==> src/design/audio_defines.svh <==
`ifndef AUDIO_DEFINES_SVH
`define AUDIO_DEFINES_SVH

`define AUD_NUM_FILTERS 4    // filters per channel
`define AUD_MAX_TAPS    16   // delay line and coef table depth
`define AUD_SAMPLE_W    24   // pcm sample width
`define AUD_COEF_W      16   // coef and gain width
`define AUD_ACC_W       48   // mac accumulator
`define AUD_SLOT_BITS   32   // bclk periods per half-frame
`define AUD_COEF_FRAC   15   // q1.15
`define AUD_GAIN_FRAC   14   // q2.14, unity 16384

`endif

==> src/design/audio_pkg.sv <==
`include "audio_defines.svh"

package audio_pkg;

    typedef logic signed [`AUD_SAMPLE_W-1:0] sample_t;  // pcm sample
    typedef logic signed [`AUD_COEF_W-1:0]   coef_t;    // q1.15
    typedef logic signed [`AUD_COEF_W-1:0]   gain_t;    // q2.14
    typedef logic signed [`AUD_ACC_W-1:0]    acc_t;     // mac sum
    typedef logic [$clog2(`AUD_NUM_FILTERS)-1:0] filt_idx_t;
    typedef logic [$clog2(`AUD_MAX_TAPS)-1:0]    tap_idx_t;

    typedef enum logic {
        CHAN_LEFT  = 1'b0,  // lrclk low
        CHAN_RIGHT = 1'b1
    } chan_e;

    // clamp an already shifted sum into sample range
    function automatic sample_t sat_sample(acc_t v);
        acc_t hi;
        acc_t lo;
        hi = acc_t'((2 ** (`AUD_SAMPLE_W - 1)) - 1);
        lo = -hi - 1;
        if (v > hi) return sample_t'(hi);
        if (v < lo) return sample_t'(lo);
        return v[`AUD_SAMPLE_W-1:0];
    endfunction

endpackage

==> src/design/audio_proc_top.sv <==


interface filt_stream_if;
    import audio_pkg::*;
    logic      valid;
    chan_e     chan;
    filt_idx_t filt;
    logic      last;   // final filter of the bank
    sample_t   data;
    modport source (output valid, chan, filt, last, data);
    modport sink (input valid, chan, filt, last, data);
endinterface


==> src/design/eq_mixer.sv <==
`include "audio_defines.svh"

module eq_mixer (
    input  logic                 clk,
    input  logic                 rst_n,
    filt_stream_if.sink          res,
    input  logic                 eq_bypass,
    input  logic                 gain_wr,
    input  audio_pkg::filt_idx_t gain_idx,
    input  audio_pkg::gain_t     gain_data,
    output logic                 out_valid,
    output audio_pkg::chan_e     out_chan,
    output audio_pkg::sample_t   out_sample
);
    import audio_pkg::*;

    localparam gain_t UNITY = gain_t'(1 << `AUD_GAIN_FRAC);

    gain_t gain [`AUD_NUM_FILTERS];  // gain table
    gain_t g;
    acc_t  acc;
    acc_t  acc_sum;

    assign g       = eq_bypass ? UNITY : gain[res.filt];
    assign acc_sum = acc + acc_t'(res.data) * acc_t'(g);  // weighted sum

    always_ff @(posedge clk) begin
        if (!rst_n) begin
            for (int i = 0; i < `AUD_NUM_FILTERS; i++) begin
                gain[i] <= UNITY;
            end
        end else if (gain_wr) begin
            gain[gain_idx] <= gain_data;
        end
    end

    always_ff @(posedge clk) begin
        if (!rst_n) begin
            acc       <= '0;
            out_valid <= 1'b0;
        end else begin
            out_valid <= 1'b0;
            if (res.valid) begin
                if (res.last) begin
                    out_valid  <= 1'b1;
                    out_chan   <= res.chan;
                    out_sample <= sat_sample(acc_sum >>> `AUD_GAIN_FRAC);
                    acc        <= '0;  // ready for next channel
                end else begin
                    acc <= acc_sum;
                end
            end
        end
    end

endmodule

==> src/flat_wrapper.sv <==
// flat-port wrapper written by rule: the top's interface ports become plain ports
module eq_mixer_flat import audio_pkg::*;
  (clk, rst_n, eq_bypass, gain_wr, gain_idx, gain_data, out_valid, out_chan, out_sample, res_valid, res_chan, res_filt, res_last, res_data);
  filt_stream_if res_i ();
  input  logic clk;
  input  logic rst_n;
  input  logic eq_bypass;
  input  logic gain_wr;
  input  audio_pkg::filt_idx_t gain_idx;
  input  audio_pkg::gain_t gain_data;
  output logic out_valid;
  output audio_pkg::chan_e out_chan;
  output audio_pkg::sample_t out_sample;
  input wire logic [$bits(res_i.valid)-1:0] res_valid;
  input wire logic [$bits(res_i.chan)-1:0] res_chan;
  input wire logic [$bits(res_i.filt)-1:0] res_filt;
  input wire logic [$bits(res_i.last)-1:0] res_last;
  input wire logic [$bits(res_i.data)-1:0] res_data;
  assign res_i.valid = res_valid;
  assign res_i.chan = res_chan;
  assign res_i.filt = res_filt;
  assign res_i.last = res_last;
  assign res_i.data = res_data;
  eq_mixer u_core (.clk(clk), .rst_n(rst_n), .res(res_i), .eq_bypass(eq_bypass), .gain_wr(gain_wr), .gain_idx(gain_idx), .gain_data(gain_data), .out_valid(out_valid), .out_chan(out_chan), .out_sample(out_sample));
endmodule
==> config.mk <==
export PLATFORM = sky130hd
export DESIGN_NAME = eq_mixer_flat
export DESIGN_NICKNAME = d
export VERILOG_FILES = /design/src/design/audio_pkg.sv /design/src/design/audio_proc_top.sv /design/src/design/eq_mixer.sv /design/src/flat_wrapper.sv
export VERILOG_INCLUDE_DIRS = /design/src /design/src/design
export SDC_FILE = /design/constraint.sdc
export NUM_CORES = 1
export LEC_CHECK = 0
export ABC_AREA = 1
export BUFFER_PORTS_ARGS = -buffer_cell sky130_fd_sc_hd__buf_2
export CAP_MARGIN = 20
export CORE_MARGIN = 8
export CORE_UTILIZATION = 50
export DETAILED_ROUTE_END_ITERATION = 7
export PLACE_DENSITY = 0.66
export SYNTH_ARGS = -nofsm -noshare
export SYNTH_HDL_FRONTEND = slang
export SYNTH_SLANG_ARGS = --single-unit
==> constraint.sdc <==
create_clock -name clk -period 8.9 [get_ports clk]
set_input_delay 0.445 -clock clk [delete_from_list [all_inputs] [get_ports clk]]
set_output_delay 0.445 -clock clk [all_outputs]
set_load 0.005 [all_outputs]
* After elaboration in Yosys (flattened, before gate mapping)
Memories as Yosys holds them, arrays and structs flattened.
Index checks and enable logic that the tools add are counted.
** Cells by class
- Add/subtract/negate cells :: 1
- $mul :: 1
- Magnitude comparators :: 2
- Muxes and demuxes :: 23
- Reductions and logical operators :: 3
** Operators by type and width (number)
- two-way mux 24 bit :: 4
- adder 48 x 40 -> 48 bit :: 1
- two-way mux 48 bit :: 1
- multiplier 24 x 16 -> 40 bit :: 1
- greater-than comparator 34 x 24 -> 1 bit, second input constant :: 1
- < comparator 34 x 24 -> 1 bit, second input constant :: 1
- two-way mux 16 bit :: 2
- OR reduction 16 bit :: 1
- two-way mux 1 bit :: 15
- AND reduction 3 bit :: 1
- two-way mux 2 bit :: 1
- AND reduction 2 bit :: 1
** Storage, ports and cells
- Bits in registers :: 74
- Bits in writable memories :: 64
- Bits of input ports :: 51
- Memories kept :: 1
** Memory list
- u_core.gain :: words 4, width 16, read ports 1, clocked after memory_dff 0, wr ports 4, RTL line eq_mixer.sv:19 : gain_t gain [`AUD_NUM_FILTERS];

* Depth between registers and ports, before layout
An unclocked memory read counts as a cell.
- Word-level depth :: 15
- Depth in mapped cells :: 39

* Worst setup path after synthesis
No wires, ideal clock.
- Path type :: in2reg
- Start :: input port res_filt[0]
- End :: register u_core.out_sample[10] (data pin)
- Data arrival time :: 6802 ps
- Setup slack :: 1843 ps
- Stages :: 33
- Path through :: clkbuf_1 clkbuf_1 nor2_1 o22ai_1 nand2_1 nor2_1 inv_1 fa_1 inv_1 fa_1 fa_1 inv_1 fa_1 inv_1 fa_1 inv_1 fa_1 inv_1 ha_1 nand2_1 inv_1 nand2_1 nor2_1 nand2_1 nor2_1 nand2_1 nand4_1 nand2_1 nor2_1 nand4_1 nand2_1 buf_4 nand2_1
** On the way
- Longest elaborated chain between the ends :: 12
** RTL lines
- start, declared :: RTL line flat_wrapper.sv:16 : input wire logic [$bits(res_i.filt)-1:0] res_filt;
- memory (4 x 16 bit) *
- two-way mux 16 bit * :: RTL line eq_mixer.sv:24 : assign g = eq_bypass ? UNITY : gain[res.filt];
- multiplier 24 x 16 -> 40 bit * :: RTL line eq_mixer.sv:25 : assign acc_sum = acc + acc_t'(res.data) * acc_t'(g);
- adder 48 x 40 -> 48 bit * :: RTL line eq_mixer.sv:25
- < comparator 34 x 24 -> 1 bit :: RTL line audio_pkg.sv:24 : if (v < lo) return sample_t'(lo);
- two-way mux 1 bit (2 in series) :: RTL line audio_pkg.sv:24
- two-way mux 1 bit :: RTL line eq_mixer.sv:44 : if (res.last) begin
- two-way mux 1 bit :: RTL line eq_mixer.sv:43 : if (res.valid) begin
- two-way mux 1 bit :: RTL line eq_mixer.sv:38 : if (!rst_n) begin
- two-way mux 24 bit :: RTL line audio_pkg.sv:25 : return v[`AUD_SAMPLE_W-1:0];
- two-way mux 24 bit * :: RTL line audio_pkg.sv:24
- end signal, assigned :: RTL line eq_mixer.sv:47 : out_sample <= sat_sample(acc_sum >>> `AUD_GAIN_FRAC);
- end, declared :: RTL line eq_mixer.sv:13 : output audio_pkg::sample_t out_sample
Every way passes the cells marked *; elsewhere a longest branch is shown, timed or not. The select of a mux whose other input is x is not followed.
A chain may end at the register's enable or synchronous reset.

* Worst setup path after layout
- Start :: input port res_filt[1]
- End :: register u_core.out_sample[21] (data pin)
The elaborated chain is that of the path after synthesis.

==> flow_metrics.env <==
export IMPL_fin_crit_ns=8.140
export IMPL_chipWidth_um=231.3
export IMPL_design_area_um2=24830
export IMPL_grt_overflow_total=0
export IMPL_htree_levels=4
export IMPL_async_reset_ff_share_pct=0
export IMPL_wire_per_inst_um=19.87
export IMPL_netlist_top_cells_count="inv_1, nand2_1, fa_1, nor2_1, ha_1"
export IMPL_grt_usage_pct=27.64
export IMPL_hold_path_end="u_core.out_chan"
export IMPL_end_kind="flip-flop"
export IMPL_r2r_start="u_core.gain[1][1]"
export IMPL_grt_pass1_vias=20320
export IMPL_antenna_left=0
export IMPL_rsz0062_at_grt="false"
export IMPL_seq_area_frac_synth_pct=15.76
export IMPL_grt_pass1_wl_mm=113.1
export IMPL_synthDistinctLibCells=37
export IMPL_clkLatencyLatePin_ns=0.46
export IMPL_post_drt_via_cell_ratio=5.218
export IMPL_r2r_cells=30
export IMPL_n_antenna_cell=0
export IMPL_grt_max_degree=51
export IMPL_synth_warnings=0
export IMPL_num_vias=18610
export IMPL_syn_area_um2=23180
export IMPL_antenna_found_initial=0
export IMPL_timing_final_crit_share_pct=91.46
export IMPL_drtIter0Drc=1644
export IMPL_area_growth_pct=7.103
export IMPL_io_pins=77
export IMPL_dieArea_um2=53510
export IMPL_post_synth_inst_count=2904
export IMPL_drt_pass1_iterations=7
export IMPL_post_synth_top_count_cell="inv_1"
export IMPL_slew_headroom_pct=31.62
export IMPL_hold_class="in2reg"
export IMPL_cts_hold_buffers=0
export IMPL_regArea_um2=3654
export IMPL_gp_congestion=0.9804
export IMPL_outcome="finished clean"
export IMPL_cts_root_buf="clkbuf_16"
export IMPL_worst_pin_slew_ns=1.025
export IMPL_avgSynthCellArea_um2=7.983
export IMPL_clock_sinks=138
export IMPL_syn_nets=3536
export IMPL_fill_cells=4383
export IMPL_critPathArrivalTime_ns=8.35
export IMPL_cts_tree="done"
export IMPL_port_buffers=76
export IMPL_synth_top_area_share_pct=38.86
export IMPL_cts_buffers=17
export IMPL_path_depth=32
export IMPL_fin_tns_setup_ns=0
export IMPL_clk_path_buf_depth=2
export IMPL_drc=0
export IMPL_crit_path_top_delay_cell="inv_1"
export IMPL_synth_seq_cells=138
export IMPL_routed_wl_mm=70.87
export IMPL_crit_path_max_fanout=17
export IMPL_fmax_mhz=122.9
export IMPL_nNetsFinal=3579
export IMPL_initial_core_util_pct=50.22
export IMPL_r2r_end="u_core.out_sample[21]"
export IMPL_rows=79
export IMPL_die_y_um=231.3
export IMPL_cp_buffers_inverters=7
export IMPL_path_delay_family="adder cells"
export IMPL_post_cts_setup_buffers=0
export IMPL_min_delay_start="res_chan"
export IMPL_drive_gt1_share_pct=6.486
export IMPL_synth_flop_cell="edfxtp_1"
export IMPL_skew_ns=0.01758
export IMPL_cp_start_kind="input pin"
export IMPL_place_hpwl_mm=58.59
export IMPL_hold_depth=1
export IMPL_cpMostUsedCell="nand2_1"
export IMPL_cap_violations=0
export IMPL_path_class="in2reg"
export IMPL_synth_edf_count=89
export IMPL_cts_resized=0
export IMPL_core_area_um2=46160
export IMPL_worst_ep_required_time_ns=9.11
export IMPL_cts_clk_slew_worst_paths_ns=0.06
export IMPL_yosys_top_cells_area="fa_1, inv_1, edfxtp_1, nand2_1, ha_1"
export IMPL_setup_violations=0
export IMPL_synth_largest_area_cell="fa_1"
export IMPL_place_area_um2=24250
export IMPL_final_max_slew_viol_count=0
export IMPL_rrSetupSlack_ns=1.15
export IMPL_max_stage_delay_ns=0.57
export IMPL_multi_input_area_um2=16330
export IMPL_hold_violations=0
worst register-to-register path: cells and delay by family, from the launching register on:
family / cells / cell delay, ns
compound gates: 4 / 0.91
simple gates: 14 / 1.79
fa+ha+maj: 7 / 3.57
buf+inv: 5 / 0.91
flops: 1 / 0.33
how the worst max path moves through the flow:
| stage | startpoint | end | slack (ns) |
|---|---|---|---|
| 3_3_place_gp | res_filt[1] | u_core.out_sample[21] | 0.64 |
| 3_5_place_dp | res_filt[1] | u_core.out_sample[7] | 0.55 |
| 5_1_grt | res_filt[1] | u_core.out_sample[14] | 0.39 |
| 6_report | res_filt[1] | u_core.out_sample[21] | 0.76 |
| 4_1_cts | res_filt[1] | u_core.out_sample[21] | 0.98 |
| 2_1_floorplan | res_filt[0] | u_core.out_sample[10] | 1.84 |
cells in the final DEF, fill, tap and decap left out, types with 3 or more instances in the layout:
| cell | synthesis | layout |
|---|---|---|
| xnor2_1 | 13 | 13 |
| o21bai_1 | 4 | 4 |
| nand2_1 | 699 | 699 |
| xor2_1 | 10 | 10 |
| dfxtp_1 | 49 | 49 |
| ha_1 | 131 | 131 |
| inv_6 | 0 | 4 |
| clkbuf_1 | 69 | 3 |
| o22ai_1 | 14 | 14 |
| a21o_1 | 3 | 3 |
| o21ai_0 | 41 | 40 |
| inv_1 | 739 | 739 |
| nand4_1 | 17 | 17 |
| nor2_1 | 333 | 331 |
| buf_4 | 2 | 30 |
| edfxtp_1 | 89 | 89 |
| nand2_2 | 9 | 9 |
| or2_2 | 3 | 3 |
| buf_2 | 6 | 76 |
| nor2_2 | 13 | 14 |
| inv_2 | 15 | 15 |
| nand3_1 | 48 | 48 |
| nor3_2 | 8 | 8 |
| nor3_1 | 17 | 17 |
| fa_1 | 450 | 450 |
| nor2_4 | 2 | 3 |
| clkinv_1 | 7 | 9 |
| a21oi_1 | 92 | 92 |
| clkbuf_16 | 0 | 17 |
| o21ai_1 | 2 | 3 |
sequential cells by signal, summed over array words and instances (netlist names):
register and count:
u_core.out_valid 1, u_core.out_sample 24, u_core.acc 48, u_core.gain 64, u_core.out_chan 1
per-stage QoR:
stage / std cells / hold slack, ns / utilization (%) / worst slack (ns)
after floorplan: 2904 / 0.4453 / - / 1.843
after global placement: 3534 / 0.4589 / 52.53 / 0.6364
after detailed placement: 3534 / 0.4582 / 52.53 / 0.5466
after CTS: 3566 / 0.1434 / 53.73 / 0.9766
after global routing: 3567 / 0.1468 / 53.79 / 0.3948
final: 3567 / 0.1648 / 53.79 / 0.7600
kinds of logic after synthesis:
family | synth area share (%)
buf+inv | 13.83
compound gates | 3.622
simple gates | 19.99
flops | 15.76
xor+xnor | 0.8689
fa+ha+maj | 45.93
per-layer routing:
| metal | global-route usage [%] | part of all wire, % |
|---|---|---|
| met4 | 12.18 | 4.7 |
| met5 | 0 | 0 |
| met3 | 5.025 | 7.8 |
| met2 | 45.04 | 47 |
| met1 | 35.87 | 41 |
final cells by class:
class	count	share of cell area, %
multi-input combinational	1920	65.78
clock buffer	20	1.759
clock inverter	12	0.4687
timing repair buffer	109	2.711
inverter	761	11.50
sequential	138	14.71
tap	607	3.059
Power is not shown: default switching activity piles up to over one toggle a cycle in this logic, so the estimate is an artifact.
