==> src/design/audio_defines.svh <==
`ifndef AUDIO_DEFINES_SVH
`define AUDIO_DEFINES_SVH

`define AUD_NUM_FILTERS 4    // filters per channel
`define AUD_MAX_TAPS    16   // delay line and coef table depth
`define AUD_SAMPLE_W    24   // pcm sample width
`define AUD_COEF_W      16   // coef and gain width
`define AUD_ACC_W       48   // mac accumulator
`define AUD_SLOT_BITS   32   // bclk periods per half-frame
`define AUD_COEF_FRAC   15   // q1.15
`define AUD_GAIN_FRAC   14   // q2.14, unity 16384

`endif

==> src/design/audio_pkg.sv <==
`include "audio_defines.svh"

package audio_pkg;

    typedef logic signed [`AUD_SAMPLE_W-1:0] sample_t;  // pcm sample
    typedef logic signed [`AUD_COEF_W-1:0]   coef_t;    // q1.15
    typedef logic signed [`AUD_COEF_W-1:0]   gain_t;    // q2.14
    typedef logic signed [`AUD_ACC_W-1:0]    acc_t;     // mac sum
    typedef logic [$clog2(`AUD_NUM_FILTERS)-1:0] filt_idx_t;
    typedef logic [$clog2(`AUD_MAX_TAPS)-1:0]    tap_idx_t;

    typedef enum logic {
        CHAN_LEFT  = 1'b0,  // lrclk low
        CHAN_RIGHT = 1'b1
    } chan_e;

    // clamp an already shifted sum into sample range
    function automatic sample_t sat_sample(acc_t v);
        acc_t hi;
        acc_t lo;
        hi = acc_t'((2 ** (`AUD_SAMPLE_W - 1)) - 1);
        lo = -hi - 1;
        if (v > hi) return sample_t'(hi);
        if (v < lo) return sample_t'(lo);
        return v[`AUD_SAMPLE_W-1:0];
    endfunction

endpackage

==> src/design/audio_proc_top.sv <==
interface i2s_line_if;
    logic bclk;         // synchronized lines
    logic lrclk;
    logic data;
    logic bclk_rise;    // one-cycle strobes
    logic frame_start;  // lrclk fall
    modport source (output bclk, lrclk, data, bclk_rise, frame_start);
    modport sink (input bclk, lrclk, data, bclk_rise, frame_start);
endinterface



==> src/design/i2s_rx.sv <==
`include "audio_defines.svh"

module i2s_rx (
    input  logic               clk,
    input  logic               rst_n,
    input  logic               i2s_bclk,
    input  logic               i2s_lrclk,
    input  logic               i2s_d,
    i2s_line_if.source         line,
    output logic               rx_valid,
    output audio_pkg::chan_e   rx_chan,
    output audio_pkg::sample_t rx_sample
);
    import audio_pkg::*;

    logic [2:0] meta;                  // {bclk, lrclk, data}
    logic [2:0] sync;
    logic       bclk_q;
    logic       lrclk_q;
    logic       lr_edge;
    logic [4:0] bit_cnt;               // 0 is the delay bit
    logic [`AUD_SAMPLE_W-2:0] shift;   // bits before the last one

    //////////////////// synchronizer
    always_ff @(posedge clk) begin
        if (!rst_n) begin
            meta    <= '0;
            sync    <= '0;
            bclk_q  <= 1'b0;
            lrclk_q <= 1'b0;
        end else begin
            meta    <= {i2s_bclk, i2s_lrclk, i2s_d};
            sync    <= meta;
            bclk_q  <= sync[2];  // for edge detect
            lrclk_q <= sync[1];
        end
    end

    assign line.bclk        = sync[2];
    assign line.lrclk       = sync[1];
    assign line.data        = sync[0];
    assign line.bclk_rise   = sync[2] && !bclk_q;
    assign line.frame_start = !sync[1] && lrclk_q;  // lrclk fall, left slot
    assign lr_edge          = sync[1] ^ lrclk_q;

    //////////////////// deserializer
    always_ff @(posedge clk) begin
        if (!rst_n) begin
            bit_cnt  <= '0;
            rx_valid <= 1'b0;
        end else begin
            rx_valid <= 1'b0;
            if (lr_edge) begin
                bit_cnt <= '0;                                  // new slot
            end else if (line.bclk_rise && bit_cnt <= 5'(`AUD_SAMPLE_W)) begin
                bit_cnt <= bit_cnt + 1'b1;                      // stops past last bit
                if (bit_cnt >= 5'd1 && bit_cnt < 5'(`AUD_SAMPLE_W))
                    shift <= {shift[`AUD_SAMPLE_W-3:0], sync[0]};  // msb first
                if (bit_cnt == 5'(`AUD_SAMPLE_W)) begin
                    rx_valid  <= 1'b1;
                    rx_sample <= {shift, sync[0]};
                    rx_chan   <= chan_e'(sync[1]);
                end
            end
        end
    end

    // one sample per slot, never back to back
    a_rx_single: assert property (@(posedge clk) disable iff (!rst_n) rx_valid |=> !rx_valid);

endmodule

==> src/flat_wrapper.sv <==
// flat-port wrapper written by rule: the top's interface ports become plain ports
module i2s_rx_flat import audio_pkg::*;
  (clk, rst_n, i2s_bclk, i2s_lrclk, i2s_d, rx_valid, rx_chan, rx_sample, line_bclk, line_lrclk, line_data, line_bclk_rise, line_frame_start);
  i2s_line_if line_i ();
  input  logic clk;
  input  logic rst_n;
  input  logic i2s_bclk;
  input  logic i2s_lrclk;
  input  logic i2s_d;
  output logic rx_valid;
  output audio_pkg::chan_e rx_chan;
  output audio_pkg::sample_t rx_sample;
  output wire logic [$bits(line_i.bclk)-1:0] line_bclk;
  output wire logic [$bits(line_i.lrclk)-1:0] line_lrclk;
  output wire logic [$bits(line_i.data)-1:0] line_data;
  output wire logic [$bits(line_i.bclk_rise)-1:0] line_bclk_rise;
  output wire logic [$bits(line_i.frame_start)-1:0] line_frame_start;
  assign line_bclk = line_i.bclk;
  assign line_lrclk = line_i.lrclk;
  assign line_data = line_i.data;
  assign line_bclk_rise = line_i.bclk_rise;
  assign line_frame_start = line_i.frame_start;
  i2s_rx u_core (.clk(clk), .rst_n(rst_n), .i2s_bclk(i2s_bclk), .i2s_lrclk(i2s_lrclk), .i2s_d(i2s_d), .line(line_i), .rx_valid(rx_valid), .rx_chan(rx_chan), .rx_sample(rx_sample));
endmodule
==> config.mk <==
export PLATFORM = sky130hd
export DESIGN_NAME = i2s_rx_flat
export DESIGN_NICKNAME = d
export VERILOG_FILES = /design/src/design/audio_pkg.sv /design/src/design/audio_proc_top.sv /design/src/design/i2s_rx.sv /design/src/flat_wrapper.sv
export VERILOG_INCLUDE_DIRS = /design/src /design/src/design
export SDC_FILE = /design/constraint.sdc
export NUM_CORES = 1
export LEC_CHECK = 0
export ABC_AREA = 1
export BUFFER_PORTS_ARGS = -buffer_cell sky130_fd_sc_hd__buf_4
export CAP_MARGIN = 20
export CELL_PAD_IN_SITES_DETAIL_PLACEMENT = 0
export CELL_PAD_IN_SITES_GLOBAL_PLACEMENT = 2
export CORE_UTILIZATION = 41
export DETAILED_ROUTE_END_ITERATION = 10
export PLACE_DENSITY_LB_ADDON = 0.1
export SYNTH_ARGS = -nofsm -noshare
export SYNTH_HDL_FRONTEND = slang
export SYNTH_SLANG_ARGS = --single-unit
==> constraint.sdc <==
create_clock -name clk -period 6.3 [get_ports clk]
set_input_delay 0.63 -clock clk [delete_from_list [all_inputs] [get_ports clk]]
set_output_delay 0.63 -clock clk [all_outputs]
set_load 0.005 [all_outputs]
# ---- Word-level counts from Yosys, hierarchy flattened
# Cells that the tools add are included.
dict set report word_totals {
  register_bits 62
  inputBits 5
  out_inout_bits 31
  elab_cells 29
}
dict set report op_classes {
  n_addsub 1
  order_cmp 3
  eq_ne 1
  muxes 1
  n_bitwise 4
  n_reduce_logical 10
}
# operator count
set op_table {}
lappend op_table {{$reduce_and 4->1} 2}
lappend op_table {{$add 5x1->5 const B} 1}
lappend op_table {{$eq 5x5->1 const B} 1}
lappend op_table {{$ge 5x1->1 const B} 1}
lappend op_table {{$le 5x5->1 const B} 1}
lappend op_table {{$lt 5x5->1 const B} 1}
lappend op_table {{$logic_and 1x1->1} 4}
lappend op_table {{$not 1->1} 3}
lappend op_table {{$reduce_or 3->1} 1}
lappend op_table {{$logic_not 1->1} 2}
lappend op_table {{$reduce_or 2->1} 1}
lappend op_table {{$mux 1} 1}
lappend op_table {{$xor 1x1->1} 1}

# ---- Logic depth before layout (Yosys ltp)
dict set report depth {
  ltp_word 5
  ltp_mapped 8
}

# ---- Least setup slack after synthesis
# No wires, ideal clock.
dict set report synth_timing {
  path_type {in2reg}
  startpoint {input port rst_n}
  endpoint {register u_core.shift[0], enable pin}
  setup_time_ns 0.403
  t_arrival_ns 2.063
  required_ns 5.897
  slack_ns 3.834
  path_stages 5
  path_buffers 1
  cell_sequence {buf_4 -> nand2_1 -> nor2_4 -> nand2_1 -> nor2_1}
}
dict set report synth_between {
  elab_chain_len 1
}
# item line
set synth_rtl {}
lappend synth_rtl {{start, declared} flat_wrapper.sv:6} ;# input logic rst_n;
lappend synth_rtl {{$reduce_and 4->1 (no line)} n/a}
lappend synth_rtl {{end signal, assigned} i2s_rx.sv:58} ;# shift <= {shift[`AUD_SAMPLE_W-3:0], sync[0]};
lappend synth_rtl {{end, declared} i2s_rx.sv:22} ;# logic [`AUD_SAMPLE_W-2:0] shift;
# No other way between the ends.
# A chain may end at the register's enable or synchronous reset.

# ---- Final worst setup path
dict set report layout_timing {
  startpoint {register u_core.sync[1]}
  endpoint {register u_core.rx_sample[10], enable pin}
}
dict set report layout_between {
  elab_chain_len 3
}
# item line
set layout_rtl {}
lappend layout_rtl {{start, declared} i2s_rx.sv:17} ;# logic [2:0] sync;
lappend layout_rtl {{start signal, assigned} i2s_rx.sv:33} ;# sync <= meta;
lappend layout_rtl {{$xor 1x1->1} i2s_rx.sv:44} ;# assign lr_edge = sync[1] ^ lrclk_q;
lappend layout_rtl {{$not 1->1 (no line)} n/a}
lappend layout_rtl {{$reduce_and 4->1 (no line)} n/a}
lappend layout_rtl {{end signal, assigned} i2s_rx.sv:61} ;# rx_sample <= {shift, sync[0]};
lappend layout_rtl {{end, declared} i2s_rx.sv:12} ;# output audio_pkg::sample_t rx_sample
# No other way between the ends.

==> tab_implementation.tex <==
\begin{tabular}{lr}
\hline
Metric & Value \\
\hline
\multicolumn{2}{l}{\textbf{Run status}} \\
\quad Status & completed \\
\multicolumn{2}{l}{\textbf{STA}} \\
\quad Number of setup violations in the final report & 0 \\
\quad Final hold violation count & 0 \\
\quad Count of final max-slew check failures & 0 \\
\quad Final critical path time including I/O delays and setup & 2151 ps \\
\quad PnR worst setup slack & 4149 ps \\
\quad Setup repair after global routing missed its margin & false \\
\quad Final critical-path share of the clock period & 0.3414 \\
\quad Clk\_skew & 6.592 ps \\
\quad Setup\_tns & 0 ps \\
\quad Headroom to the max-slew limit & 0.3746 \\
\quad Highest attainable clock frequency & 464.9 MHz \\
\quad Measured slew at the worst slew-check pin & 937.1 ps \\
\multicolumn{2}{l}{\textbf{Die}} \\
\quad Top-level I/O count & 36 \\
\quad Die H & 73.39 µm \\
\quad Placement Rows & 25 \\
\quad Effective utilization at floorplan & 0.4338 \\
\quad Area of the core & 4817 µm² \\
\quad Die Width & 73.39 µm \\
\quad Die Outline Area & 5386 µm² \\
\multicolumn{2}{l}{\textbf{Final layout}} \\
\quad Post-Route Utilization & 0.5488 \\
\quad Fillers & 425 \\
\quad Number of nets at the end of the flow & 188 \\
\quad Share of final-layout standard cells stronger than drive strength 1 & 0.3152 \\
\quad Area delta synth->final & 26.53\% \\
\quad FF/Latch Area & 1722 µm² \\
\quad Multi-input gate area & 284.0 µm² \\
\quad Diode insertion count for antenna repair & 0 \\
\multicolumn{2}{l}{\textbf{Power}} \\
\quad Power Total & 0.7812 mW \\
\quad Max IR drop VDD & 0.1240 mV \\
\quad Leak Pwr & 1.058 nW \\
\quad Total power density per cell area & 295.5 nW/µm² \\
\multicolumn{2}{l}{\textbf{Setup path}} \\
\quad Worst path arrival time & 2090 ps \\
\quad Cell family with most CP delay & buffers and inverters \\
\quad Max incr delay on CP & 680 ps \\
\quad Buffers plus inverters on the worst setup path & 2 \\
\quad Slowest stage cell, crit path & inv\_1 \\
\quad Total number of cells along the worst setup path & 6 \\
\quad Type of origin of the critical path & register \\
\quad Worst R2R Path Depth & 6 \\
\quad Series of cell instances along the critical path & inv\_1 -> ha\_1 -> nand2\_1 -> nor2\_4 -> nand2\_1 -> inv\_1 \\
\quad Start-to-end type of the worst setup path & register to register \\
\quad Critical path endpoint category & register \\
\quad Req. time, crit path & 6240 ps \\
\quad Crit path max fanout & 25 \\
\multicolumn{2}{l}{\textbf{Detailed routing}} \\
\quad Detail Route Antenna Nets & 0 \\
\quad Routed wirelength normalized by instance count & 11.76 µm \\
\quad Number of optimization iterations in the first detailed-route pass & 4 \\
\quad Detailed Route Iter0 Violations & 89 \\
\quad Post-route DRC & 0 \\
\quad Post-DR vias/cell & 4.287 \\
\quad Total via count after detailed routing & 1076 \\
\quad Total wirelength of the detailed-routed design & 2952 µm \\
\multicolumn{2}{l}{\textbf{CTS}} \\
\quad Setup Fix Bufs, Post-CTS & 0 \\
\quad CTS tree & yes \\
\quad Clock input transition at the sequential cells of the worst setup and hold paths & 70 ps \\
\quad Resize count post-CTS & 0 \\
\quad Cell at the root of the clock tree & clkbuf\_8 \\
\quad Clock network latency to the later pin of the worst-skew pair & 320 ps \\
\quad Clock buffer count from CTS & 9 \\
\quad Number of H-tree levels & 3 \\
\quad Hold-fix buffer count after cts & 0 \\
\quad Clock net sink count & 62 \\
\quad Worst-case clock buffer depth & 2 \\
\multicolumn{2}{l}{\textbf{Hold path}} \\
\quad Hold WC Path Type & register to register \\
\quad Worst Hold Path Cells & 0 \\
\multicolumn{2}{l}{\textbf{GRT}} \\
\quad Maximum number of pins on one net before global-route repair & 26 \\
\quad Global-route wire length before repair & 4657 µm \\
\quad Number of antenna violations at the first check in global routing & 0 \\
\quad Via count of the first global-routing pass & 1013 \\
\quad Leftover overflow at the end of global routing & 0 \\
\quad Overall track demand over capacity in global routing & 0.1260 \\
\multicolumn{2}{l}{\textbf{Logic synthesis}} \\
\quad Portion of the post-synthesis area used by sequential elements & 0.8240 \\
\quad Ranking of synthesized cells by instance count & 48 x edfxtp\_1, 22 x nand2\_1, 19 x inv\_1 \\
\quad Netlist cell types & 14 \\
\quad Mapped Area & 2090 µm² \\
\quad Warning count from the yosys run & 0 \\
\quad Share of Yosys cell area claimed by the top area cell type & 0.6898 \\
\quad EDFF count, synth & 48 \\
\quad Commonest register cell after synthesis & edfxtp\_1 \\
\quad Synth Area per Inst & 15.71 µm² \\
\quad FF+latch count, synth & 62 \\
\quad Syn nets & 142 \\
\quad Most area-hungry cell type in the Yosys netlist & edfxtp\_1 \\
\quad Most used standard cell by instance count after synthesis & edfxtp\_1 \\
\quad Top cells by area in the synthesized netlist & edfxtp\_1 69\%, dfxtp\_1 13\%, nand2\_1 4.0\%, inv\_1 3.4\%, ha\_1 2.4\% \\
\quad Synth async-reset ratio & 0 \\
\quad Count of mapped cells out of synthesis & 133 \\
\multicolumn{2}{l}{\textbf{Place}} \\
\quad Half-perimeter wire length of the detailed placement result & 1936 µm \\
\quad PortBufs & 35 \\
\quad Routability Congestion & 0.7512 \\
\quad Setup WS pre-CTS & 3847 ps \\
\multicolumn{2}{l}{\textbf{Flow run}} \\
\quad Max Cap Violations & 0 \\
\hline
\end{tabular}
==> layout make-up <==
type,count,area share
Clock buffer,14,0.06957
Clock inverter,2,0.005206
Inverter,21,0.02982
Multi-Input combinational cell,49,0.1074
Sequential cell,62,0.6512
Tap cell,67,0.03171
Timing Repair Buffer,36,0.1051
==> logic make-up (layout without fill, tap and decap cells) <==
logic type / Yosys count / count (layout) / share of synthesized area
AOI/OAI and AO/OA: 4 / 4 / 0.009581
adders and majority gates: 4 / 4 / 0.02395
buffers and inverters: 22 / 73 / 0.04132
DFF: 62 / 62 / 0.8240
and+or+nand+nor: 41 / 41 / 0.1012
==> power by group <==
group	leakage [nW]	switching [mW]	internal [mW]
Clock	0.102	0.139	0.189
Combinational	0.413	0.00723	0.00608
Sequential	0.543	0.00202	0.438
Total	1.06	0.148	0.633
==> layer usage <==
metal	global-route usage	part of all wire	vias to the layer above	wire (µm)
met5	0	0	-	0
met4	0.07692	0.023	0	68
met3	0.06173	0.070	8	206
met2	0.1842	0.47	39	1401
met1	0.1495	0.43	489	1274
li1	-	-	540	-
==> flip-flops by register name, summed over array words and instances (netlist names) <==
| name | flops |
|---|---|
| u_core.shift | 23 |
| u_core.bclk_q | 1 |
| u_core.rx_valid | 1 |
| u_core.rx_sample | 24 |
| u_core.rx_chan | 1 |
| u_core.sync | 3 |
| u_core.bit_cnt | 5 |
| u_core.lrclk_q | 1 |
| u_core.meta | 3 |
==> placed cells by master (no fill, tap or decap), drive strengths merged <==
cell type | netlist | routed
a21oi | 4 | 4
ha | 4 | 4
clkinv | 0 | 2
nor2 | 9 | 9
dfxtp | 14 | 14
nand3 | 5 | 5
nand4 | 2 | 2
nand2 | 25 | 25
buf | 1 | 36
clkbuf | 0 | 14
edfxtp | 48 | 48
inv | 21 | 21
==> path summary, 6_finish.rpt <==
path | start | endpoint | slack, ps
min | u_core.shift[22]$_DFFE_PP_ | u_core.rx_sample[23]$_DFFE_PP_ | 420
max reg2reg | u_core.sync[1]$_SDFF_PN0_ | u_core.rx_sample[10]$_DFFE_PP_ | 4150
max | u_core.sync[1]$_SDFF_PN0_ | u_core.rx_sample[10]$_DFFE_PP_ | 4150
min reg2reg | u_core.shift[22]$_DFFE_PP_ | u_core.rx_sample[23]$_DFFE_PP_ | 420
==> through the flow <==
| step | hold slack [ps] | cells | instance area [µm²] |
|---|---|---|---|
| finish | 415.6 | 251 | 2644 |
| global route | 423.7 | 251 | 2644 |
| CTS | 418.9 | 250 | 2629 |
| detailed placement | 402.6 | 234 | 2431 |
| global placement | 404.7 | 234 | 2431 |
| floorplan | 390.5 | 133 | 2090 |
Note: power is estimated with default switching activity, not from simulation.
