==> src/design/audio_defines.svh <==
`ifndef AUDIO_DEFINES_SVH
`define AUDIO_DEFINES_SVH

`define AUD_NUM_FILTERS 4    // filters per channel
`define AUD_MAX_TAPS    16   // delay line and coef table depth
`define AUD_SAMPLE_W    24   // pcm sample width
`define AUD_COEF_W      16   // coef and gain width
`define AUD_ACC_W       48   // mac accumulator
`define AUD_SLOT_BITS   32   // bclk periods per half-frame
`define AUD_COEF_FRAC   15   // q1.15
`define AUD_GAIN_FRAC   14   // q2.14, unity 16384

`endif

==> src/design/audio_pkg.sv <==
`include "audio_defines.svh"

package audio_pkg;

    typedef logic signed [`AUD_SAMPLE_W-1:0] sample_t;  // pcm sample
    typedef logic signed [`AUD_COEF_W-1:0]   coef_t;    // q1.15
    typedef logic signed [`AUD_COEF_W-1:0]   gain_t;    // q2.14
    typedef logic signed [`AUD_ACC_W-1:0]    acc_t;     // mac sum
    typedef logic [$clog2(`AUD_NUM_FILTERS)-1:0] filt_idx_t;
    typedef logic [$clog2(`AUD_MAX_TAPS)-1:0]    tap_idx_t;

    typedef enum logic {
        CHAN_LEFT  = 1'b0,  // lrclk low
        CHAN_RIGHT = 1'b1
    } chan_e;

    // clamp an already shifted sum into sample range
    function automatic sample_t sat_sample(acc_t v);
        acc_t hi;
        acc_t lo;
        hi = acc_t'((2 ** (`AUD_SAMPLE_W - 1)) - 1);
        lo = -hi - 1;
        if (v > hi) return sample_t'(hi);
        if (v < lo) return sample_t'(lo);
        return v[`AUD_SAMPLE_W-1:0];
    endfunction

endpackage

==> src/design/audio_proc_top.sv <==
interface i2s_line_if;
    logic bclk;         // synchronized lines
    logic lrclk;
    logic data;
    logic bclk_rise;    // one-cycle strobes
    logic frame_start;  // lrclk fall
    modport source (output bclk, lrclk, data, bclk_rise, frame_start);
    modport sink (input bclk, lrclk, data, bclk_rise, frame_start);
endinterface



==> src/design/i2s_tx.sv <==
`include "audio_defines.svh"

module i2s_tx (
    input  logic               clk,
    input  logic               rst_n,
    i2s_line_if.sink           line,
    input  logic               bypass,
    input  logic               out_valid,
    input  audio_pkg::chan_e   out_chan,
    input  audio_pkg::sample_t out_sample,
    output logic               dac_bclk,
    output logic               dac_lrclk,
    output logic               dac_data
);
    import audio_pkg::*;

    localparam int PAD = `AUD_SLOT_BITS - `AUD_SAMPLE_W;

    sample_t next_l;                      // latest processed samples
    sample_t next_r;
    logic [`AUD_SLOT_BITS-1:0] slot_sr;   // slot being sent
    logic    bclk_hi;
    logic    lrclk_q;
    logic    slot_pend;                   // slot edge seen, waiting for a fall
    logic    bclk_fall;
    logic    slot_edge;
    logic    load;

    assign bclk_fall = bclk_hi && !line.bclk;
    assign slot_edge = line.frame_start || (line.lrclk && !lrclk_q);
    assign load      = bclk_fall && (slot_pend || slot_edge);

    always_ff @(posedge clk) begin
        if (!rst_n) begin
            next_l <= '0;
            next_r <= '0;
        end else if (out_valid) begin
            if (out_chan == CHAN_LEFT)
                next_l <= out_sample;
            else
                next_r <= out_sample;
        end
    end

    //////////////////// slot serializer
    always_ff @(posedge clk) begin
        if (!rst_n) begin
            bclk_hi   <= 1'b0;
            lrclk_q   <= 1'b0;
            slot_pend <= 1'b0;
            slot_sr   <= '0;
        end else begin
            lrclk_q <= line.lrclk;
            if (line.bclk_rise)
                bclk_hi <= 1'b1;
            else if (bclk_fall)
                bclk_hi <= 1'b0;
            if (load)
                slot_pend <= 1'b0;
            else if (slot_edge)
                slot_pend <= 1'b1;
            if (load)  // left on lrclk low, pad bits zero
                slot_sr <= {(line.lrclk ? next_r : next_l), PAD'(0)};
            else if (bclk_fall)
                slot_sr <= slot_sr << 1;
        end
    end

    //////////////////// output registers
    always_ff @(posedge clk) begin
        if (!rst_n) begin
            dac_bclk  <= 1'b0;
            dac_lrclk <= 1'b0;
            dac_data  <= 1'b0;
        end else begin
            dac_bclk  <= line.bclk;   // three cycles behind the pins
            dac_lrclk <= line.lrclk;
            if (bypass)
                dac_data <= line.data;
            else if (load)
                dac_data <= 1'b0;     // i2s delay bit
            else if (bclk_fall)
                dac_data <= slot_sr[`AUD_SLOT_BITS-1];
        end
    end

endmodule

==> src/flat_wrapper.sv <==
// flat-port wrapper written by rule: the top's interface ports become plain ports
module i2s_tx_flat import audio_pkg::*;
  (clk, rst_n, bypass, out_valid, out_chan, out_sample, dac_bclk, dac_lrclk, dac_data, line_bclk, line_lrclk, line_data, line_bclk_rise, line_frame_start);
  i2s_line_if line_i ();
  input  logic clk;
  input  logic rst_n;
  input  logic bypass;
  input  logic out_valid;
  input  audio_pkg::chan_e out_chan;
  input  audio_pkg::sample_t out_sample;
  output logic dac_bclk;
  output logic dac_lrclk;
  output logic dac_data;
  input wire logic [$bits(line_i.bclk)-1:0] line_bclk;
  input wire logic [$bits(line_i.lrclk)-1:0] line_lrclk;
  input wire logic [$bits(line_i.data)-1:0] line_data;
  input wire logic [$bits(line_i.bclk_rise)-1:0] line_bclk_rise;
  input wire logic [$bits(line_i.frame_start)-1:0] line_frame_start;
  assign line_i.bclk = line_bclk;
  assign line_i.lrclk = line_lrclk;
  assign line_i.data = line_data;
  assign line_i.bclk_rise = line_bclk_rise;
  assign line_i.frame_start = line_frame_start;
  i2s_tx u_core (.clk(clk), .rst_n(rst_n), .line(line_i), .bypass(bypass), .out_valid(out_valid), .out_chan(out_chan), .out_sample(out_sample), .dac_bclk(dac_bclk), .dac_lrclk(dac_lrclk), .dac_data(dac_data));
endmodule
==> config.mk <==
export PLATFORM = sky130hd
export DESIGN_NAME = i2s_tx_flat
export DESIGN_NICKNAME = d
export VERILOG_FILES = /design/src/design/audio_pkg.sv /design/src/design/audio_proc_top.sv /design/src/design/i2s_tx.sv /design/src/flat_wrapper.sv
export VERILOG_INCLUDE_DIRS = /design/src /design/src/design
export SDC_FILE = /design/constraint.sdc
export NUM_CORES = 1
export LEC_CHECK = 0
export BUFFER_PORTS_ARGS = -buffer_cell sky130_fd_sc_hd__buf_4
export CAP_MARGIN = 25
export CELL_PAD_IN_SITES_DETAIL_PLACEMENT = 1
export CELL_PAD_IN_SITES_GLOBAL_PLACEMENT = 1
export CORE_ASPECT_RATIO = 0.75
export CORE_UTILIZATION = 49
export DETAILED_ROUTE_END_ITERATION = 8
export PLACE_DENSITY = 0.95
export SLEW_MARGIN = 20
export SYNTH_ARGS = -nofsm -noshare
export SYNTH_HDL_FRONTEND = slang
export SYNTH_SLANG_ARGS = --single-unit
==> constraint.sdc <==
create_clock -name clk -period 2.5 [get_ports clk]
set_clock_uncertainty 0.15 [all_clocks]
set_input_delay 0.375 -clock clk [delete_from_list [all_inputs] [get_ports clk]]
set_output_delay 0.375 -clock clk [all_outputs]
set_load 0.05 [all_outputs]
# Word level (Yosys, flattened, before mapping)
# Cells that the tools add are included.
# Widths: inputs -> output; s select.
[word_totals] word_cells=31 reg_bits=77 inputBits=34 output_inout_bits=3
[classes] bitwise=2 reduce_logical=13 muxes=8
[op_table] operator="$mux 32" count=2
[op_table] operator="$mux 24" count=1
[op_table] operator="$mux 1" count=5
[op_table] operator="$reduce_and 2->1" count=2
[op_table] operator="$reduce_bool 2->1" count=2
[op_table] operator="$logic_and 1x1->1" count=3
[op_table] operator="$reduce_bool 3->1" count=1
[op_table] operator="$logic_not 1->1" count=2
[op_table] operator="$logic_or 1x1->1" count=2
[op_table] operator="$not 1->1" count=2
[op_table] operator="$reduce_or 2->1" count=1

# Logic depth before layout (Yosys ltp)
# Gate-level depths: netlist of run 1.
[logic_depth] ltp_word=7 ltp_mapped=5 ltp_nobuf=3

# Least setup slack after synthesis of run 1
# OpenSTA, ideal clock, no wires.
[synth_timing] kind="register to register" startpoint="register u_core.lrclk_q" endpoint="register u_core.slot_sr[16]" slack_ns=0.939 setup_ns=0.119 path_buffers=2 synth_period_minus_slack_ns=1.561 t_required_ns=2.231 path_stages_with_launch=6 arrival_time_ns=1.291 path_cell_list="dfxtp_1 nand2b_1 buf_6 buf_6 a221oi_2 o31ai_2"
[synth_between] elab_chain_cells=6 elab_cells_between_ends=7 classes_between="mux: 1; reduce/logical: 6"
[synth_rtl] element="start, declared" line="i2s_tx.sv:23" source="logic lrclk_q;"
[synth_rtl] element="start signal, assigned" line="i2s_tx.sv:53" source="lrclk_q <= line.lrclk;"
[synth_rtl] element="$logic_not 1->1 *" line="i2s_tx.sv:30" source="assign slot_edge = line.frame_start || (line.lrclk && !lrclk_q);"
[synth_rtl] element="$logic_and 1x1->1 *" line="i2s_tx.sv:30"
[synth_rtl] element="$logic_or 1x1->1 *" line="i2s_tx.sv:30"
[synth_rtl] element="$logic_or 1x1->1 *" line="i2s_tx.sv:31" source="assign load = bclk_fall && (slot_pend || slot_edge);"
[synth_rtl] element="$logic_and 1x1->1 *" line="i2s_tx.sv:31"
[synth_rtl] element="$mux 32 or $reduce_bool 2->1 (tied branches)"
[synth_rtl] element="end signal, assigned" line="i2s_tx.sv:63" source="slot_sr <= {(line.lrclk ? next_r : next_l), PAD'(0)};"
[synth_rtl] element="end signal, assigned" line="i2s_tx.sv:65" source="slot_sr <= slot_sr << 1;"
[synth_rtl] element="end, declared" line="i2s_tx.sv:21" source="logic [`AUD_SLOT_BITS-1:0] slot_sr;"
# Every way passes the cells marked *; elsewhere a longest branch is shown, timed or not.
# A chain may end at the register's enable or synchronous reset.

# Worst setup path after layout of run 1
[layout_timing] startpoint="register u_core.lrclk_q" endpoint="register u_core.slot_sr[14]"
# The elaborated chain is that of the path after synthesis.

==> impl_metrics.env, run 1 <==
export IMPL_core_um2=7027
export IMPL_cts_max_level=3
export IMPL_antenna_found_initial=0
export IMPL_via_count=2969
export IMPL_drcViolationCount=0
export IMPL_fmaxAchievable_ghz=0.5633
export IMPL_synthTopCellsByArea="dfxtp_1 42%, nand2_1 10%, a221oi_2 7.7%"
export IMPL_finalHoldViolations=0
export IMPL_syn_area_um2=3687
export IMPL_path_max_fanout=28
export IMPL_synth_fp_nets=433
export IMPL_use_met3_pct=8.387
export IMPL_mostFrequentLayoutCell="nand2_1"
export IMPL_grt_usage_pct=25.12
export IMPL_top_usage_layer="met2"
export IMPL_tns_ns=0
export IMPL_met1_usage_pct=30.21
export IMPL_via_per_inst=5.721
export IMPL_yosys_area_top_type="dfxtp_1"
export IMPL_required_ns=2.57
export IMPL_worstSetupPathType="flop to flop"
export IMPL_die_x_um=102.2
export IMPL_post_cts_repair_setup_buffers=0
export IMPL_port_buffers=36
export IMPL_setup_viol_count_final=0
export IMPL_endpoint_kind="flop"
export IMPL_syn_avg_cell_area_um2=9.241
export IMPL_wl_mm=9.293
export IMPL_power_leakage_uw=0.001579
export IMPL_synth_distinct_cells=27
export IMPL_synth_top_area_share_pct=41.81
export IMPL_ctsHoldBuffers=0
export IMPL_cts_path_max_buffers=2
export IMPL_initial_core_util_pct=52.48
export IMPL_status="completed"
export IMPL_grt_pass1_vias=3076
export IMPL_io_pins=37
export IMPL_first_iter_violations=96
export IMPL_slew_limit_headroom_pct=53.90
export IMPL_worst_pin_slew_ns=0.6890
export IMPL_synthCells=399
export IMPL_clockRootBuffer="clkbuf_8"
export IMPL_finalCriticalPeriod_ns=1.775
export IMPL_grt_max_degree=52
export IMPL_layout_drive_gt1_share_pct=24.23
export IMPL_postLayoutCellArea_um2=4131
export IMPL_start_kind="flop"
export IMPL_rsz0062_at_grt="false"
export IMPL_layout_common_cells="98 x nand2_1, 77 x dfxtp_1, 44 x buf_4"
export IMPL_instances_no_fill=519
export IMPL_n_antenna_cell=0
export IMPL_ys_warn_count=0
export IMPL_dp_hpwl_mm=5.728
export IMPL_areaGrowthSynthToFinish_pct=12.05
export IMPL_utilization_pct=58.80
export IMPL_grt_ovfl_total=0
export IMPL_grt_pass1_wl_mm=15.06
export IMPL_global_route_usage_met2_pct=41.95
export IMPL_place_congestion=0.7506
export IMPL_cts_resized=0
export IMPL_drv_slew=0
export IMPL_num_rows=26
export IMPL_dieHeight_um=77.13
export IMPL_placed_cells=503
export IMPL_path_clk_slew_ns=0.08
export IMPL_dieArea_um2=7879
export IMPL_arrival_ns=1.84
export IMPL_ir_worst_vdd_uv=382.7
export IMPL_post_drt_wl_per_cell_um=17.91
export IMPL_hp_class="input pin to flop"
export IMPL_drt_pass1_iterations=4
export IMPL_clkSinkCount=77
export IMPL_clkLatencyLatePin_ns=0.36
export IMPL_tritoncts="built"
export IMPL_power_density_nw_per_um2=632.4
export IMPL_numCtsBuffers=9
export IMPL_synth_seq_cells=77
export IMPL_cap_violations=0
export IMPL_nets=450
export IMPL_ys_seq_area_share_pct=41.81
export IMPL_dpl_cell_area_um2=3939
export IMPL_antenna_left=0
export IMPL_finalCritPeriodShare_pct=71.00
==> worst max-delay path, cell delays in order (launching register included) <==
cell      delay, ns
dfxtp_1        0.31
nand2b_2       0.42
buf_12         0.30
a221oi_1       0.33
o31ai_1        0.12
==> cell usage after synthesis, drive strengths merged <==
master  count
nor2b      25
inv         1
dfxtp      77
a21boi     48
nor2        2
a221oi     23
and2b       1
nand3      24
o31ai      24
mux2i       1
nand2      99
nand2b      3
nand4       1
a21oi       3
o21ai       1
clkbuf     10
and2        4
buf        29
and3b      23
==> registers in the layout, summed over array words and instances, names as in the netlist <==
name              flops
u_core.bclk_hi        1
u_core.slot_sr       24
u_core.next_l        24
u_core.dac_bclk       1
u_core.dac_data       1
u_core.next_r        24
u_core.slot_pend      1
u_core.lrclk_q        1
==> power by group <==
group / switching [µW] / internal (µW) / leakage, µW
clock: 463 / 486 / 0.0000964
combinational: 208 / 148 / 0.000854
sequential: 30.5 / 1280 / 0.000628
total: 702 / 1910 / 0.00158
==> final cells by class <==
type                    count  area [µm²]
flip-flops and latches     77        1541
repair buffers             45       350.3
clock inverters             4       47.55
inverters                   1       3.754
well taps                  98       122.6
clock buffers              12       145.1
fillers                   831        2895
multi-input cells         282        1921
==> final timing paths <==
path	from	cells after the start	slack, ns	to
worst max-delay path	u_core.lrclk_q	4	0.72	u_core.slot_sr[14]
worst min-delay path	line_bclk	2	0.09	u_core.dac_bclk
worst max register to register	u_core.lrclk_q	4	0.72	u_core.slot_sr[14]
worst min register to register	u_core.next_l[11]	2	0.30	u_core.next_l[11]
==> cell families after synthesis <==
kind of cell | count (synthesis) | synth area share (%)
buffers and inverters | 40 | 6.379
multiplexers | 1 | 0.2715
AO/OA/AOI/OAI | 99 | 26.60
AND/OR/NAND/NOR | 182 | 24.94
flip-flops | 77 | 41.81
==> per-stage QoR <==
stage | total power, µW | worst slack (ns) | hold WS [ns]
after global routing | 2713 | 0.6511 | 0.08360
after detailed placement | 1688 | 0.6841 | 0.2920
after global placement | 1667 | 0.7737 | 0.2910
final | 2613 | 0.7249 | 0.08797
after CTS | 2632 | 0.7216 | 0.08554
after floorplan | 1582 | 0.9395 | 0.2805
==> per-layer routing <==
| layer | share of wire [%] | wire, µm |
|---|---|---|
| met1 | 44 | 4079 |
| met2 | 49 | 4541 |
| met3 | 5.5 | 513 |
| met4 | 1.7 | 159 |
| met5 | 0 | 0 |
Note: power is estimated with default switching activity, not from simulation.
==> run 2, diff against run 1 <==
CORE_UTILIZATION = 41   (was 49)
PLACE_DENSITY = 0.86   (was 0.95)
clock period = 1.5 ns   (was 2.5 ns; I/O delays follow)
==> run 2 against run 1 <==
  * The flow now finishes with violations (DRC)
  * Clock power is 110% higher
  * Maximum frequency grew 25%
  * Hold slack lost 0.074 ns
  * Global-route usage down 4.0 points
  * Largest power group unchanged
==> impl_metrics.env, run 2 (same netlist as run 1, synthesis figures left out) <==
export IMPL_status="finished with violations"
export IMPL_violations="DRC"
export IMPL_postLayoutCellArea_um2=4586
export IMPL_hp_class="input pin to flop"
export IMPL_start_kind="flop"
export IMPL_top_regs="u_core.next_l (24), u_core.next_r (24), u_core.slot_sr (24)"
export IMPL_ff_latch_area_um2=1543
export IMPL_post_cts_repair_setup_buffers=0
export IMPL_seq_power_share_pct=45.1
export IMPL_finalCriticalPeriod_ns=1.418
export IMPL_arrival_ns=1.51
export IMPL_num_rows=29
export IMPL_io_pins=37
export IMPL_antenna_left=0
export IMPL_dp_hpwl_mm=5.527
export IMPL_grt_usage_pct=21.09
export IMPL_drv_slew=0
export IMPL_layout_drive_gt1_share_pct=23.99
export IMPL_slew_limit_headroom_pct=72.46
export IMPL_power_density_nw_per_um2=1055
export IMPL_clkPwrFrac_pct=40.8
export IMPL_cp_top_family="simple AND/OR/NAND/NOR gates"
export IMPL_grt_ovfl_total=0
export IMPL_p_sw_uw=1196
export IMPL_fmaxAchievable_ghz=0.7053
export IMPL_die_x_um=111.5
export IMPL_multi_input_area_um2=1927
export IMPL_worst_pin_slew_ns=0.4112
export IMPL_clkSinkCount=77
export IMPL_utilization_pct=53.32
export IMPL_slowest_stage="dfxtp_2"
export IMPL_numCtsBuffers=9
export IMPL_tritoncts="built"
export IMPL_cts_max_level=3
export IMPL_drcViolationCount=2
export IMPL_ir_worst_vdd_uv=623.0
export IMPL_via_count=2970
export IMPL_endpoint_kind="flop"
export IMPL_path_cells="nand2b_2 -> buf_12 -> and3b_1 -> o31ai_1"
export IMPL_via_per_inst=5.361
export IMPL_port_buffers=36
export IMPL_switching_share_pct=24.71
export IMPL_finalHoldViolations=0
export IMPL_path_clk_slew_ns=0.05
export IMPL_dpl_cell_area_um2=4083
export IMPL_clkLatencyLatePin_ns=0.34
export IMPL_grt_max_degree=49
export IMPL_power_leakage_uw=0.001770
export IMPL_antenna_found_initial=0
export IMPL_slowest_delay_ns=0.31
export IMPL_dieHeight_um=84.13
export IMPL_dieArea_um2=9381
export IMPL_place_congestion=0.7249
export IMPL_cts_path_max_buffers=2
export IMPL_tns_ns=0
export IMPL_cap_violations=0
export IMPL_p_int_uw=3643
export IMPL_finalCritPeriodShare_pct=94.52
export IMPL_clockRootBuffer="clkbuf_16"
export IMPL_mostFrequentLayoutCell="nand2_1"
export IMPL_critPathBufInv=1
export IMPL_power_frac_comb_pct=14.2
export IMPL_fillers=968
export IMPL_rsz0062_at_grt="false"
export IMPL_setup_viol_count_final=0
export IMPL_nets=477
export IMPL_layout_common_cells="98 x nand2_1, 76 x dfxtp_1, 40 x buf_4"
export IMPL_drt_pass1_iterations=8
export IMPL_n_antenna_cell=0
export IMPL_hold_ws_ns=0.01420
export IMPL_wl_mm=9.112
export IMPL_areaGrowthSynthToFinish_pct=24.36
export IMPL_initial_core_util_pct=42.88
export IMPL_core_um2=8600
export IMPL_worstSetupPathType="flop to flop"
export IMPL_grt_pass1_wl_mm=15.40
export IMPL_total_power_uw=4839
export IMPL_post_drt_wl_per_cell_um=16.45
export IMPL_required_ns=1.59
export IMPL_first_iter_violations=115
export IMPL_path_max_fanout=45
export IMPL_grt_pass1_vias=3123
[run 2: layout make-up]
cell class | instances | share of cell area, %
timing repair buffer | 72 | 15.50
multi-input combinational | 282 | 42.02
clock inverter | 2 | 0.2183
clock buffer | 12 | 5.593
tap | 108 | 2.947
inverter | 1 | 0.08186
sequential | 77 | 33.64
[run 2: final timing paths]
| path | depth (start not counted) | slack (ns) | from | to |
|---|---|---|---|---|
| max | 4 | 0.08 | u_core.lrclk_q | u_core.slot_sr[13] |
| min | 3 | 0.01 | out_sample[1] | u_core.next_l[1] |
| max reg2reg | 4 | 0.08 | u_core.lrclk_q | u_core.slot_sr[13] |
| min reg2reg | 2 | 0.30 | u_core.next_l[3] | u_core.next_l[3] |
[run 2: power groups by stage]
stage	clock network [µW]	logic, µW	registers, µW
global placement	0	613	2220
global route	2110	747	2190
floorplan	0	412	2220
CTS	2030	690	2180
detailed placement	0	639	2220
finish	1970	685	2180
[run 2: routing by layer]
layer | vias up | track usage, % | part of all wire, %
met1 | 1438 | 25.36 | 48
li1 | 1480 | - | -
met5 | - | 0 | 0
met3 | 14 | 5.343 | 2.8
met4 | 0 | 8.845 | 1.8
met2 | 38 | 36.08 | 48
[run 2: per-stage QoR]
step | cells | setup WS (ns)
2_1_floorplan | 399 | 0.05199
3_3_place_gp | 517 | 0.1748
3_5_place_dp | 517 | 0.05246
4_1_cts | 554 | 0.04003
5_1_grt | 554 | 0.005074
6_report | 554 | 0.08218
[run 2: worst register-to-register path: cells and delay by family, from the launching register on]
family	cells	cell delay [ns]
buffers and inverters	1	0.20
AOI/OAI and AO/OA	1	0.25
DFF	1	0.31
and+or+nand+nor	2	0.41
[run 2: repair_timing]
item	CTS	global route
endpoints found under the hold margin	38	0
hold buffers	23	0
setup endpoints to repair	0	1
gates resized for setup	0	1
